**src/pmp_pkg.sv**
```systemverilog
// Four phases, fixed register map, FIFO depth 8; the operating core slot order assumes duty, period, shift
package pmp_pkg;

    localparam int n_phases = 4;
    localparam int phase_w = $clog2(n_phases);

    typedef logic [7:0] reg_addr_t;
    typedef logic [15:0] reg_data_t;
    typedef logic [phase_w-1:0] phase_t;

    // One register write as carried through the FIFO
    typedef struct packed {
        reg_addr_t addr;
        reg_data_t data;
    } reg_write_t;

    // Register map of the PWM bank
    localparam reg_addr_t addr_period = 8'h00;
    localparam reg_addr_t addr_deadtime = 8'h01;
    localparam reg_addr_t addr_control = 8'h02;
    localparam reg_addr_t addr_duty_base = 8'h10;
    localparam reg_addr_t addr_shift_base = 8'h20;

    // Control register fields
    localparam int run_bit = 0;
    localparam reg_data_t ctrl_run = reg_data_t'(1) << run_bit;
    localparam reg_data_t ctrl_stop = '0;

    // Operating core write slots: duty 0..n-1, then period, then shift 0..n-1
    localparam int n_slots = 2 * n_phases + 1;
    localparam int slot_period = n_phases;
    localparam int slot_w = $clog2(n_slots);
    typedef logic [slot_w-1:0] slot_t;

    // Write FIFO sizing
    localparam int write_fifo_depth = 8;
    typedef logic [$clog2(write_fifo_depth)-1:0] fifo_ptr_t;
    typedef logic [$clog2(write_fifo_depth+1)-1:0] fifo_count_t;

endpackage

```
**src/reg_write_if.sv**
```systemverilog
// Valid/ready register write channel; the source must hold addr and data while valid waits for ready
`timescale 1ns/100ps

interface reg_write_if;

    logic valid;
    logic ready;
    pmp_pkg::reg_addr_t addr;
    pmp_pkg::reg_data_t data;

    // The side that issues writes
    modport source (
        output valid,
        output addr,
        output data,
        input ready
    );

    // The side that accepts writes
    modport sink (
        input valid,
        input addr,
        input data,
        output ready
    );

endinterface

```
**src/buck_pre_modulation_processor.sv**
```systemverilog
// Top level with plain ports; setpoint levels must stay stable while the update burst they feed runs
`timescale 1ns/100ps

module buck_pre_modulation_processor (
    input logic clock,
    input logic arst_n,
    input logic configure,
    input logic start,
    input logic stop,
    input logic [3:0] update,
    input pmp_pkg::reg_data_t period,
    input pmp_pkg::reg_data_t deadtime,
    input pmp_pkg::reg_data_t duty [pmp_pkg::n_phases],
    input pmp_pkg::reg_data_t phase_shift [pmp_pkg::n_phases],
    output logic done,
    output logic modulator_status,
    output logic [pmp_pkg::n_phases-1:0] pwm_high,
    output logic [pmp_pkg::n_phases-1:0] pwm_low
);

    // Sequencer to FIFO, then FIFO to the register bank
    reg_write_if seq_wr ();
    reg_write_if bank_wr ();

    pmp_command_sequencer command_sequencer_i (
        .clock(clock),
        .arst_n(arst_n),
        .configure(configure),
        .start(start),
        .stop(stop),
        .update(update),
        .period(period),
        .deadtime(deadtime),
        .duty(duty),
        .phase_shift(phase_shift),
        .done(done),
        .modulator_status(modulator_status),
        .wr(seq_wr.source)
    );

    pmp_write_fifo write_fifo_i (
        .clock(clock),
        .arst_n(arst_n),
        .wr_in(seq_wr.sink),
        .wr_out(bank_wr.source)
    );

    pwm_register_bank register_bank_i (
        .clock(clock),
        .arst_n(arst_n),
        .wr(bank_wr.sink),
        .pwm_high(pwm_high),
        .pwm_low(pwm_low)
    );

endmodule

```
**src/pmp_command_sequencer.sv**
```systemverilog
// Purely combinational merge; a management write can be displaced by an operating write while waiting
`timescale 1ns/100ps

module pmp_command_sequencer (
    input logic clock,
    input logic arst_n,
    input logic configure,
    input logic start,
    input logic stop,
    input logic [3:0] update,
    input pmp_pkg::reg_data_t period,
    input pmp_pkg::reg_data_t deadtime,
    input pmp_pkg::reg_data_t duty [pmp_pkg::n_phases],
    input pmp_pkg::reg_data_t phase_shift [pmp_pkg::n_phases],
    output logic done,
    output logic modulator_status,
    reg_write_if.source wr
);

    reg_write_if mgmt_wr ();
    reg_write_if op_wr ();

    logic pwm_config_done;
    logic sel_operating;

    pmp_management_core management_core_i (
        .clock(clock),
        .arst_n(arst_n),
        .configure(configure),
        .start(start),
        .stop(stop),
        .deadtime(deadtime),
        .done(done),
        .modulator_status(modulator_status),
        .pwm_config_done(pwm_config_done),
        .wr(mgmt_wr.source)
    );

    pmp_operating_core operating_core_i (
        .clock(clock),
        .arst_n(arst_n),
        .pwm_config_done(pwm_config_done),
        .update(update),
        .period(period),
        .duty(duty),
        .phase_shift(phase_shift),
        .wr(op_wr.source)
    );

    // The operating core owns the path whenever it has a write
    assign sel_operating = op_wr.valid;

    assign wr.valid = op_wr.valid || mgmt_wr.valid;
    assign wr.addr = sel_operating ? op_wr.addr : mgmt_wr.addr;
    assign wr.data = sel_operating ? op_wr.data : mgmt_wr.data;

    assign op_wr.ready = wr.ready && sel_operating;
    assign mgmt_wr.ready = wr.ready && !sel_operating;

endmodule

```
**src/pmp_management_core.sv**
```systemverilog
// Serves configure, start and stop one write at a time in that order; deadtime is sampled at issue
`timescale 1ns/100ps

module pmp_management_core (
    input logic clock,
    input logic arst_n,
    input logic configure,
    input logic start,
    input logic stop,
    input pmp_pkg::reg_data_t deadtime,
    output logic done,
    output logic modulator_status,
    output logic pwm_config_done,
    reg_write_if.source wr
);

    typedef enum logic {
        st_idle,
        st_write
    } state_t;

    typedef enum logic [1:0] {
        op_configure,
        op_start,
        op_stop
    } op_t;

    state_t state;
    op_t cur_op;
    pmp_pkg::reg_write_t req;
    logic pend_cfg, pend_start, pend_stop;
    logic issue_cfg, issue_start, issue_stop;
    logic accept;

    // Pending requests are served with configure first, then start, then stop
    assign issue_cfg = (state == st_idle) && pend_cfg;
    assign issue_start = (state == st_idle) && !pend_cfg && pend_start;
    assign issue_stop = (state == st_idle) && !pend_cfg && !pend_start && pend_stop;
    assign accept = wr.valid && wr.ready;

    assign wr.valid = (state == st_write);
    assign wr.addr = req.addr;
    assign wr.data = req.data;

    always_ff @(posedge clock or negedge arst_n) begin
        if (!arst_n) begin
            state <= st_idle;
            cur_op <= op_configure;
            req <= '0;
            pend_cfg <= 1'b0;
            pend_start <= 1'b0;
            pend_stop <= 1'b0;
            done <= 1'b0;
            modulator_status <= 1'b0;
            pwm_config_done <= 1'b0;
        end else begin
            done <= 1'b0;
            // A strobe that lands in the issue cycle stays pending for a later write
            pend_cfg <= (pend_cfg && !issue_cfg) || configure;
            pend_start <= (pend_start && !issue_start) || start;
            pend_stop <= (pend_stop && !issue_stop) || stop;

            if (state == st_write) begin
                if (accept) begin
                    state <= st_idle;
                    case (cur_op)
                        op_configure: begin
                            done <= 1'b1;
                            pwm_config_done <= 1'b1;
                        end
                        op_start: modulator_status <= 1'b1;
                        default: modulator_status <= 1'b0;
                    endcase
                end
            end else if (issue_cfg) begin
                state <= st_write;
                cur_op <= op_configure;
                req <= '{addr: pmp_pkg::addr_deadtime, data: deadtime};
            end else if (issue_start) begin
                state <= st_write;
                cur_op <= op_start;
                req <= '{addr: pmp_pkg::addr_control, data: pmp_pkg::ctrl_run};
            end else if (issue_stop) begin
                state <= st_write;
                cur_op <= op_stop;
                req <= '{addr: pmp_pkg::addr_control, data: pmp_pkg::ctrl_stop};
            end
        end
    end

endmodule

```
**src/pmp_operating_core.sv**
```systemverilog
// Setpoint inputs are read while a write is presented, so they must stay stable during a burst
`timescale 1ns/100ps

module pmp_operating_core (
    input logic clock,
    input logic arst_n,
    input logic pwm_config_done,
    input logic [3:0] update,
    input pmp_pkg::reg_data_t period,
    input pmp_pkg::reg_data_t duty [pmp_pkg::n_phases],
    input pmp_pkg::reg_data_t phase_shift [pmp_pkg::n_phases],
    reg_write_if.source wr
);

    logic [pmp_pkg::n_slots-1:0] pending;
    logic [pmp_pkg::n_slots-1:0] pending_next;
    logic [pmp_pkg::n_slots-1:0] req_mask;
    pmp_pkg::slot_t slot;
    pmp_pkg::slot_t shift_slot;
    pmp_pkg::phase_t phase_sel;
    logic accept;

    assign accept = wr.valid && wr.ready;

    // Strobes are ignored until the deadtime has been configured
    always_comb begin
        req_mask = '0;
        if (pwm_config_done) begin
            if (update[0] || update[3]) begin
                req_mask[pmp_pkg::n_phases-1:0] = '1;
            end
            if (update[1] || update[3]) begin
                req_mask[pmp_pkg::slot_period] = 1'b1;
            end
            if (update[2] || update[3]) begin
                req_mask[pmp_pkg::n_slots-1:pmp_pkg::slot_period+1] = '1;
            end
        end
    end

    // Clear before merging so a new strobe on the served slot is kept
    always_comb begin
        pending_next = pending;
        if (accept) begin
            pending_next[slot] = 1'b0;
        end
        pending_next = pending_next | req_mask;
    end

    assign shift_slot = slot - pmp_pkg::slot_t'(pmp_pkg::slot_period + 1);

    // Address and data follow the slot index
    always_comb begin
        if (slot < pmp_pkg::slot_t'(pmp_pkg::n_phases)) begin
            phase_sel = slot[pmp_pkg::phase_w-1:0];
            wr.addr = pmp_pkg::addr_duty_base + pmp_pkg::reg_addr_t'(phase_sel);
            wr.data = duty[phase_sel];
        end else if (slot == pmp_pkg::slot_t'(pmp_pkg::slot_period)) begin
            phase_sel = '0;
            wr.addr = pmp_pkg::addr_period;
            wr.data = period;
        end else begin
            phase_sel = shift_slot[pmp_pkg::phase_w-1:0];
            wr.addr = pmp_pkg::addr_shift_base + pmp_pkg::reg_addr_t'(phase_sel);
            wr.data = phase_shift[phase_sel];
        end
    end

    assign wr.valid = pending[slot];

    always_ff @(posedge clock or negedge arst_n) begin
        if (!arst_n) begin
            pending <= '0;
            slot <= '0;
        end else begin
            pending <= pending_next;
            // An idle core parks on the first duty slot so each burst starts in order
            if (pending == '0) begin
                slot <= '0;
            end else if (!pending[slot] || accept) begin
                if (slot == pmp_pkg::slot_t'(pmp_pkg::n_slots - 1)) begin
                    slot <= '0;
                end else begin
                    slot <= slot + 1'b1;
                end
            end
        end
    end

endmodule

```
**src/pmp_write_fifo.sv**
```systemverilog
// Registered-output write FIFO; no bypass, so a write needs at least one cycle to pass through
`timescale 1ns/100ps

module pmp_write_fifo (
    input logic clock,
    input logic arst_n,
    reg_write_if.sink wr_in,
    reg_write_if.source wr_out
);

    pmp_pkg::reg_write_t mem [pmp_pkg::write_fifo_depth];
    pmp_pkg::fifo_ptr_t wr_ptr;
    pmp_pkg::fifo_ptr_t rd_ptr;
    pmp_pkg::fifo_count_t count;
    logic push;
    logic pop;

    localparam pmp_pkg::fifo_ptr_t last_ptr =
        pmp_pkg::fifo_ptr_t'(pmp_pkg::write_fifo_depth - 1);

    assign wr_in.ready = (count != pmp_pkg::fifo_count_t'(pmp_pkg::write_fifo_depth));
    assign wr_out.valid = (count != '0);
    assign wr_out.addr = mem[rd_ptr].addr;
    assign wr_out.data = mem[rd_ptr].data;

    assign push = wr_in.valid && wr_in.ready;
    assign pop = wr_out.valid && wr_out.ready;

    // Storage
    always_ff @(posedge clock) begin
        if (push) begin
            mem[wr_ptr] <= '{addr: wr_in.addr, data: wr_in.data};
        end
    end

    always_ff @(posedge clock or negedge arst_n) begin
        if (!arst_n) begin
            wr_ptr <= '0;
            rd_ptr <= '0;
            count <= '0;
        end else begin
            if (push) begin
                wr_ptr <= (wr_ptr == last_ptr) ? '0 : wr_ptr + 1'b1;
            end
            if (pop) begin
                rd_ptr <= (rd_ptr == last_ptr) ? '0 : rd_ptr + 1'b1;
            end
            // Simultaneous push and pop leave the fill level unchanged
            case ({push, pop})
                2'b10: count <= count + 1'b1;
                2'b01: count <= count - 1'b1;
                default: count <= count;
            endcase
        end
    end

endmodule

```
**src/pwm_register_bank.sv**
```systemverilog
// Assumes shift < period and duty + deadtime < period; while stopped, staged values apply at once
`timescale 1ns/100ps

module pwm_register_bank (
    input logic clock,
    input logic arst_n,
    reg_write_if.sink wr,
    output logic [pmp_pkg::n_phases-1:0] pwm_high,
    output logic [pmp_pkg::n_phases-1:0] pwm_low
);

    pmp_pkg::reg_data_t period_s, period_a;
    pmp_pkg::reg_data_t deadtime_s, deadtime_a;
    pmp_pkg::reg_data_t duty_s [pmp_pkg::n_phases];
    pmp_pkg::reg_data_t duty_a [pmp_pkg::n_phases];
    pmp_pkg::reg_data_t shift_s [pmp_pkg::n_phases];
    pmp_pkg::reg_data_t shift_a [pmp_pkg::n_phases];
    logic run_s, run_a;
    pmp_pkg::reg_data_t base_cnt;
    logic [16:0] base_inc;
    logic wrap;
    logic commit;
    logic [16:0] phase_sum [pmp_pkg::n_phases];
    logic [16:0] low_start [pmp_pkg::n_phases];
    pmp_pkg::reg_data_t phase_cnt [pmp_pkg::n_phases];

    // The bank never stalls the write path
    assign wr.ready = 1'b1;

    assign base_inc = {1'b0, base_cnt} + 17'd1;
    assign wrap = run_a && (base_inc >= {1'b0, period_a});
    assign commit = wrap || !run_a;

    always_ff @(posedge clock or negedge arst_n) begin
        if (!arst_n) begin
            period_s <= '0;
            deadtime_s <= '0;
            run_s <= 1'b0;
            duty_s <= '{default: '0};
            shift_s <= '{default: '0};
        end else if (wr.valid) begin
            // Unknown addresses fall through every compare and are dropped
            if (wr.addr == pmp_pkg::addr_period) begin
                period_s <= wr.data;
            end
            if (wr.addr == pmp_pkg::addr_deadtime) begin
                deadtime_s <= wr.data;
            end
            if (wr.addr == pmp_pkg::addr_control) begin
                run_s <= wr.data[pmp_pkg::run_bit];
            end
            for (int k = 0; k < pmp_pkg::n_phases; k++) begin
                if (wr.addr == pmp_pkg::addr_duty_base + pmp_pkg::reg_addr_t'(k)) begin
                    duty_s[k] <= wr.data;
                end
                if (wr.addr == pmp_pkg::addr_shift_base + pmp_pkg::reg_addr_t'(k)) begin
                    shift_s[k] <= wr.data;
                end
            end
        end
    end

    always_ff @(posedge clock or negedge arst_n) begin
        if (!arst_n) begin
            period_a <= '0;
            deadtime_a <= '0;
            run_a <= 1'b0;
            duty_a <= '{default: '0};
            shift_a <= '{default: '0};
            base_cnt <= '0;
        end else begin
            if (commit) begin
                period_a <= period_s;
                deadtime_a <= deadtime_s;
                run_a <= run_s;
                duty_a <= duty_s;
                shift_a <= shift_s;
            end
            // Base counter sits at zero while stopped
            if (!run_a || wrap) begin
                base_cnt <= '0;
            end else begin
                base_cnt <= base_inc[15:0];
            end
        end
    end

    always_comb begin
        for (int k = 0; k < pmp_pkg::n_phases; k++) begin
            phase_sum[k] = {1'b0, base_cnt} + {1'b0, shift_a[k]};
            if (phase_sum[k] >= {1'b0, period_a}) begin
                phase_sum[k] = phase_sum[k] - {1'b0, period_a};
            end
            phase_cnt[k] = phase_sum[k][15:0];
            low_start[k] = {1'b0, duty_a[k]} + {1'b0, deadtime_a};
            pwm_high[k] = run_a && (phase_cnt[k] >= deadtime_a) && (phase_cnt[k] < duty_a[k]);
            pwm_low[k] = run_a && ({1'b0, phase_cnt[k]} >= low_start[k])
                && (phase_cnt[k] < period_a);
        end
    end

endmodule

```
**config.mk**
```make
export PLATFORM = sky130hd
export DESIGN_NAME = buck_pre_modulation_processor
export DESIGN_NICKNAME = d
export VERILOG_FILES = /design/src/pmp_pkg.sv /design/src/reg_write_if.sv /design/src/buck_pre_modulation_processor.sv /design/src/pmp_command_sequencer.sv /design/src/pmp_management_core.sv /design/src/pmp_operating_core.sv /design/src/pmp_write_fifo.sv /design/src/pwm_register_bank.sv
export SDC_FILE = /design/constraint.sdc
export NUM_CORES = 1
export LEC_CHECK = 0
export ABC_AREA = 0
export BUFFER_PORTS_ARGS = -buffer_cell sky130_fd_sc_hd__buf_4
export CORE_MARGIN = 4
export CORE_UTILIZATION = 28
export DETAILED_ROUTE_END_ITERATION = 16
export GPL_ROUTABILITY_DRIVEN = 0
export PLACE_DENSITY = 0.48
export SETUP_SLACK_MARGIN = 0.5
export SLEW_MARGIN = 0
export SYNTH_ARGS = -nofsm -noshare
export SYNTH_HDL_FRONTEND = slang
export SYNTH_SLANG_ARGS = --single-unit
```
**constraint.sdc**
```tcl
create_clock -name clock -period 9.8 [get_ports clock]
set_input_delay 1.47 -clock clock [delete_from_list [all_inputs] [get_ports clock]]
set_output_delay 1.47 -clock clock [all_outputs]
set_load 0.1 [all_outputs]
```
==> impl_results.md <==
- Synth Warn #: 0
- Sum Neg Setup Slack: 0 ns
- Critical path's slowest cell: dfrtp_1
- Count leader, synth: ha_1
- Worst EP arrival: 7.40 ns
- Fin crit period: 8.87 ns
- Worst Path Required: 8.33 ns
- Worst-path clk slew: 0.06 ns
- Cell count after synthesis: 3323
- CP Class: reg2out
- Syn Nets: 3965
- Inst Count DP: 5231
- Synth Flop Type: dfrtp_1
- Clk Latency, worst-skew pair: 0.67 ns
- Avg Cell Area, Syn: 11.2 sq um
- Initial antenna violation count: 10
- RSZ-0062 raised after global routing: true
- Starting density of the core: 28.2%
- Vias in the first global route: 27540
- Relative slew margins: 27.8%
- First-pass GRT wire length: 173 mm
- CTS tree: done
- CP max FO: 12
- Core area: 132000 sq um
- Worst setup SP type: flip-flop
- H-tree depth: 2
- Site Rows: 133
- Vias per inst: 5.10
- Die footprint: 139000 sq um
- Final Slew Violations: 0
- Initial DRC Count: 1639
- Crit. End Element: primary output
- FF-to-FF setup slack: 5.46 ns
- Layout area overhead: 16.4%
- Total GRT Usage: 16.5%
- DR pass1 iterations: 5
- Register area share after synthesis: 39.1%
- Worst-Margin Slew: 1.08 ns
- Clk Tree Root Cell: clkbuf_16
- DRT Wirelength: 116 mm
- DR WL/cell: 21.6 um
- Die Wd: 372 um
- Yosys cell types: 81
- Crit path buf inv count: 3
- CTS Sinks: 548
- Async SR Flop Fraction: 70.8%
- Top cells by area, synth: dfrtp_1, ha_1, edfxtp_1
- Num CTS Buffers: 61
- I/O Pins: 179
- IO Port Bufs: 178
- Final-report hold violation count: 0
- Mapped cell area: 37100 sq um
- Tcrit/Tclk final: 90.6%
- Clock Skew: 0.0322 ns
- Synth top cells by count: ha_1, dfrtp_1, mux2_2
- Die height: 372 um
- Top cell type by total area after synthesis: dfrtp_1
- Largest stage delay on the critical path: 0.52 ns
- Final non-filler cell total: 5353
- Largest net degree at the start of global routing: 138
- Post-DRT Antenna Nets: 0
- Synth top area share: 26.1%
- Outcome: finished clean
- Flops & latches, synth: 548
- Endpoints failing setup: 0
- Post-layout util: 32.8%
- Clock tree buffer depth: 3
- EDFF count, synth: 160
- # nets final: 4182
- Layout cells sized above 1: 23.5%
- Critical path's top delay family: compound AO/OA/AOI/OAI gates
- GRT Residual Overflow: 0
- Fmax: 113 MHz
- Via count: 27301
- Hold WC Path Type: reg2reg
- Hpwl dp: 85.9 mm
- DRC: 0
- Max-cap violations: 0
[kinds of logic (layout without fill, tap and decap cells)]
family | Yosys count | after routing | synth area share, %
other | 0 | 5 | 0
multiplexers | 449 | 449 | 15.8
AND/OR/NAND/NOR | 700 | 700 | 9.35
buffers and inverters | 237 | 507 | 2.52
adder cells (fa/ha/maj) | 476 | 476 | 16.3
XOR/XNOR | 173 | 173 | 4.08
flip-flops | 548 | 548 | 39.1
AO/OA/AOI/OAI | 740 | 740 | 12.9
[metal layers]
metal / GRT usage [%] / part of all wire, %
met3: 2.63 / 5.7
met1: 22.9 / 46
met5: 0 / 0
met4: 4.90 / 3.2
met2: 26.6 / 45
[registers in the layout (all words and copies together), names as in the netlist, 3 cells and up]
| signal | count |
|---|---|
| write_fifo_i.rd_ptr | 3 |
| register_bank_i.shift_s | 64 |
| register_bank_i.base_cnt | 16 |
| command_sequencer_i.management_core_i.wr.data | 16 |
| register_bank_i.duty_a | 64 |
| register_bank_i.period_s | 16 |
| command_sequencer_i.operating_core_i.slot | 4 |
| write_fifo_i.mem | 160 |
| register_bank_i.period_a | 16 |
| register_bank_i.deadtime_a | 16 |
| register_bank_i.shift_a | 64 |
| command_sequencer_i.operating_core_i.pending | 9 |
| write_fifo_i.wr_ptr | 3 |
| register_bank_i.deadtime_s | 16 |
| register_bank_i.duty_s | 64 |
| write_fifo_i.count | 4 |
[layout by cell type (no fill, tap or decap), types with 11 or more instances in the layout]
master / netlist / layout
ha_1: 460 / 460
dfrtp_1: 388 / 385
mux2_2: 346 / 346
a21oi_1: 224 / 217
buf_4: 3 / 217
nor2_1: 168 / 165
inv_1: 163 / 163
edfxtp_1: 160 / 160
nand2_1: 160 / 158
o21ai_0: 155 / 142
a21o_1: 121 / 121
xnor2_1: 102 / 102
mux4_2: 73 / 73
xor2_1: 71 / 71
nor2b_1: 62 / 62
nor3_1: 65 / 61
clkbuf_16: 0 / 61
nand4_1: 50 / 50
nand3_1: 50 / 50
nand2b_1: 37 / 37
o21a_1: 29 / 29
mux2i_1: 28 / 26
and3_1: 23 / 23
a31oi_1: 25 / 22
a211oi_1: 20 / 17
o21bai_1: 18 / 17
a22o_1: 17 / 17
or2_2: 15 / 15
nor4_1: 14 / 13
fa_1: 13 / 13
o31ai_1: 13 / 12
o21ai_1: 6 / 12
o211ai_1: 11 / 11
and2_1: 11 / 11
a31o_2: 11 / 11
[repair_timing]
action	CTS	global route
resized for setup	8	47
pin swaps	1	7
hold buffers	0	0
endpoints found under the hold margin	0	0
buffers inserted	1	0
setup endpoints to repair	6	8
[final cells by class]
class                           count  area (sq um)
Antenna cell                        5          12.5
Clock buffer                       75          1630
Clock inverter                     41           539
Fill cell                       13382         88400
Inverter                          163           612
Multi-Input combinational cell   2538         21900
Sequential cell                   548         14500
Tap cell                         1755          2200
Timing Repair Buffer              228          1780
[final timing paths]
path                                                                              start                                                      endpoint  cells past startpoint
hold reg to reg            command_sequencer_i.management_core_i.wr.addr[0]$_DFFE_PN0P_  command_sequencer_i.management_core_i.wr.addr[0]$_DFFE_PN0P_                      1
setup reg to reg                                  register_bank_i.base_cnt[3]$_DFF_PN0_                        register_bank_i.duty_a[23]$_DFFE_PN0P_                     15
setup / recovery                                  register_bank_i.base_cnt[2]$_DFF_PN0_                                                   pwm_high[0]                     26
hold / removal             command_sequencer_i.management_core_i.wr.addr[0]$_DFFE_PN0P_  command_sequencer_i.management_core_i.wr.addr[0]$_DFFE_PN0P_                      1
min in group asynchronous                                                        arst_n                       register_bank_i.shift_s[24]$_DFFE_PN0P_                      1
max in group asynchronous                                                        arst_n                    register_bank_i.deadtime_a[13]$_DFFE_PN0P_                      3
[stage by stage]
stage	setup WS (ns)	hold WS [ns]	area, sq um
final	0.926	0.475	43200
after global routing	0.475	0.500	43200
after CTS	0.434	0.477	43100
after detailed placement	0.916	0.466	40800
after global placement	0.963	0.460	40800
after floorplan	0.650	0.435	37200
Power is left out: the tool's default activity adds up to more than one toggle a clock period on the data nets, which glitch-free logic cannot reach.
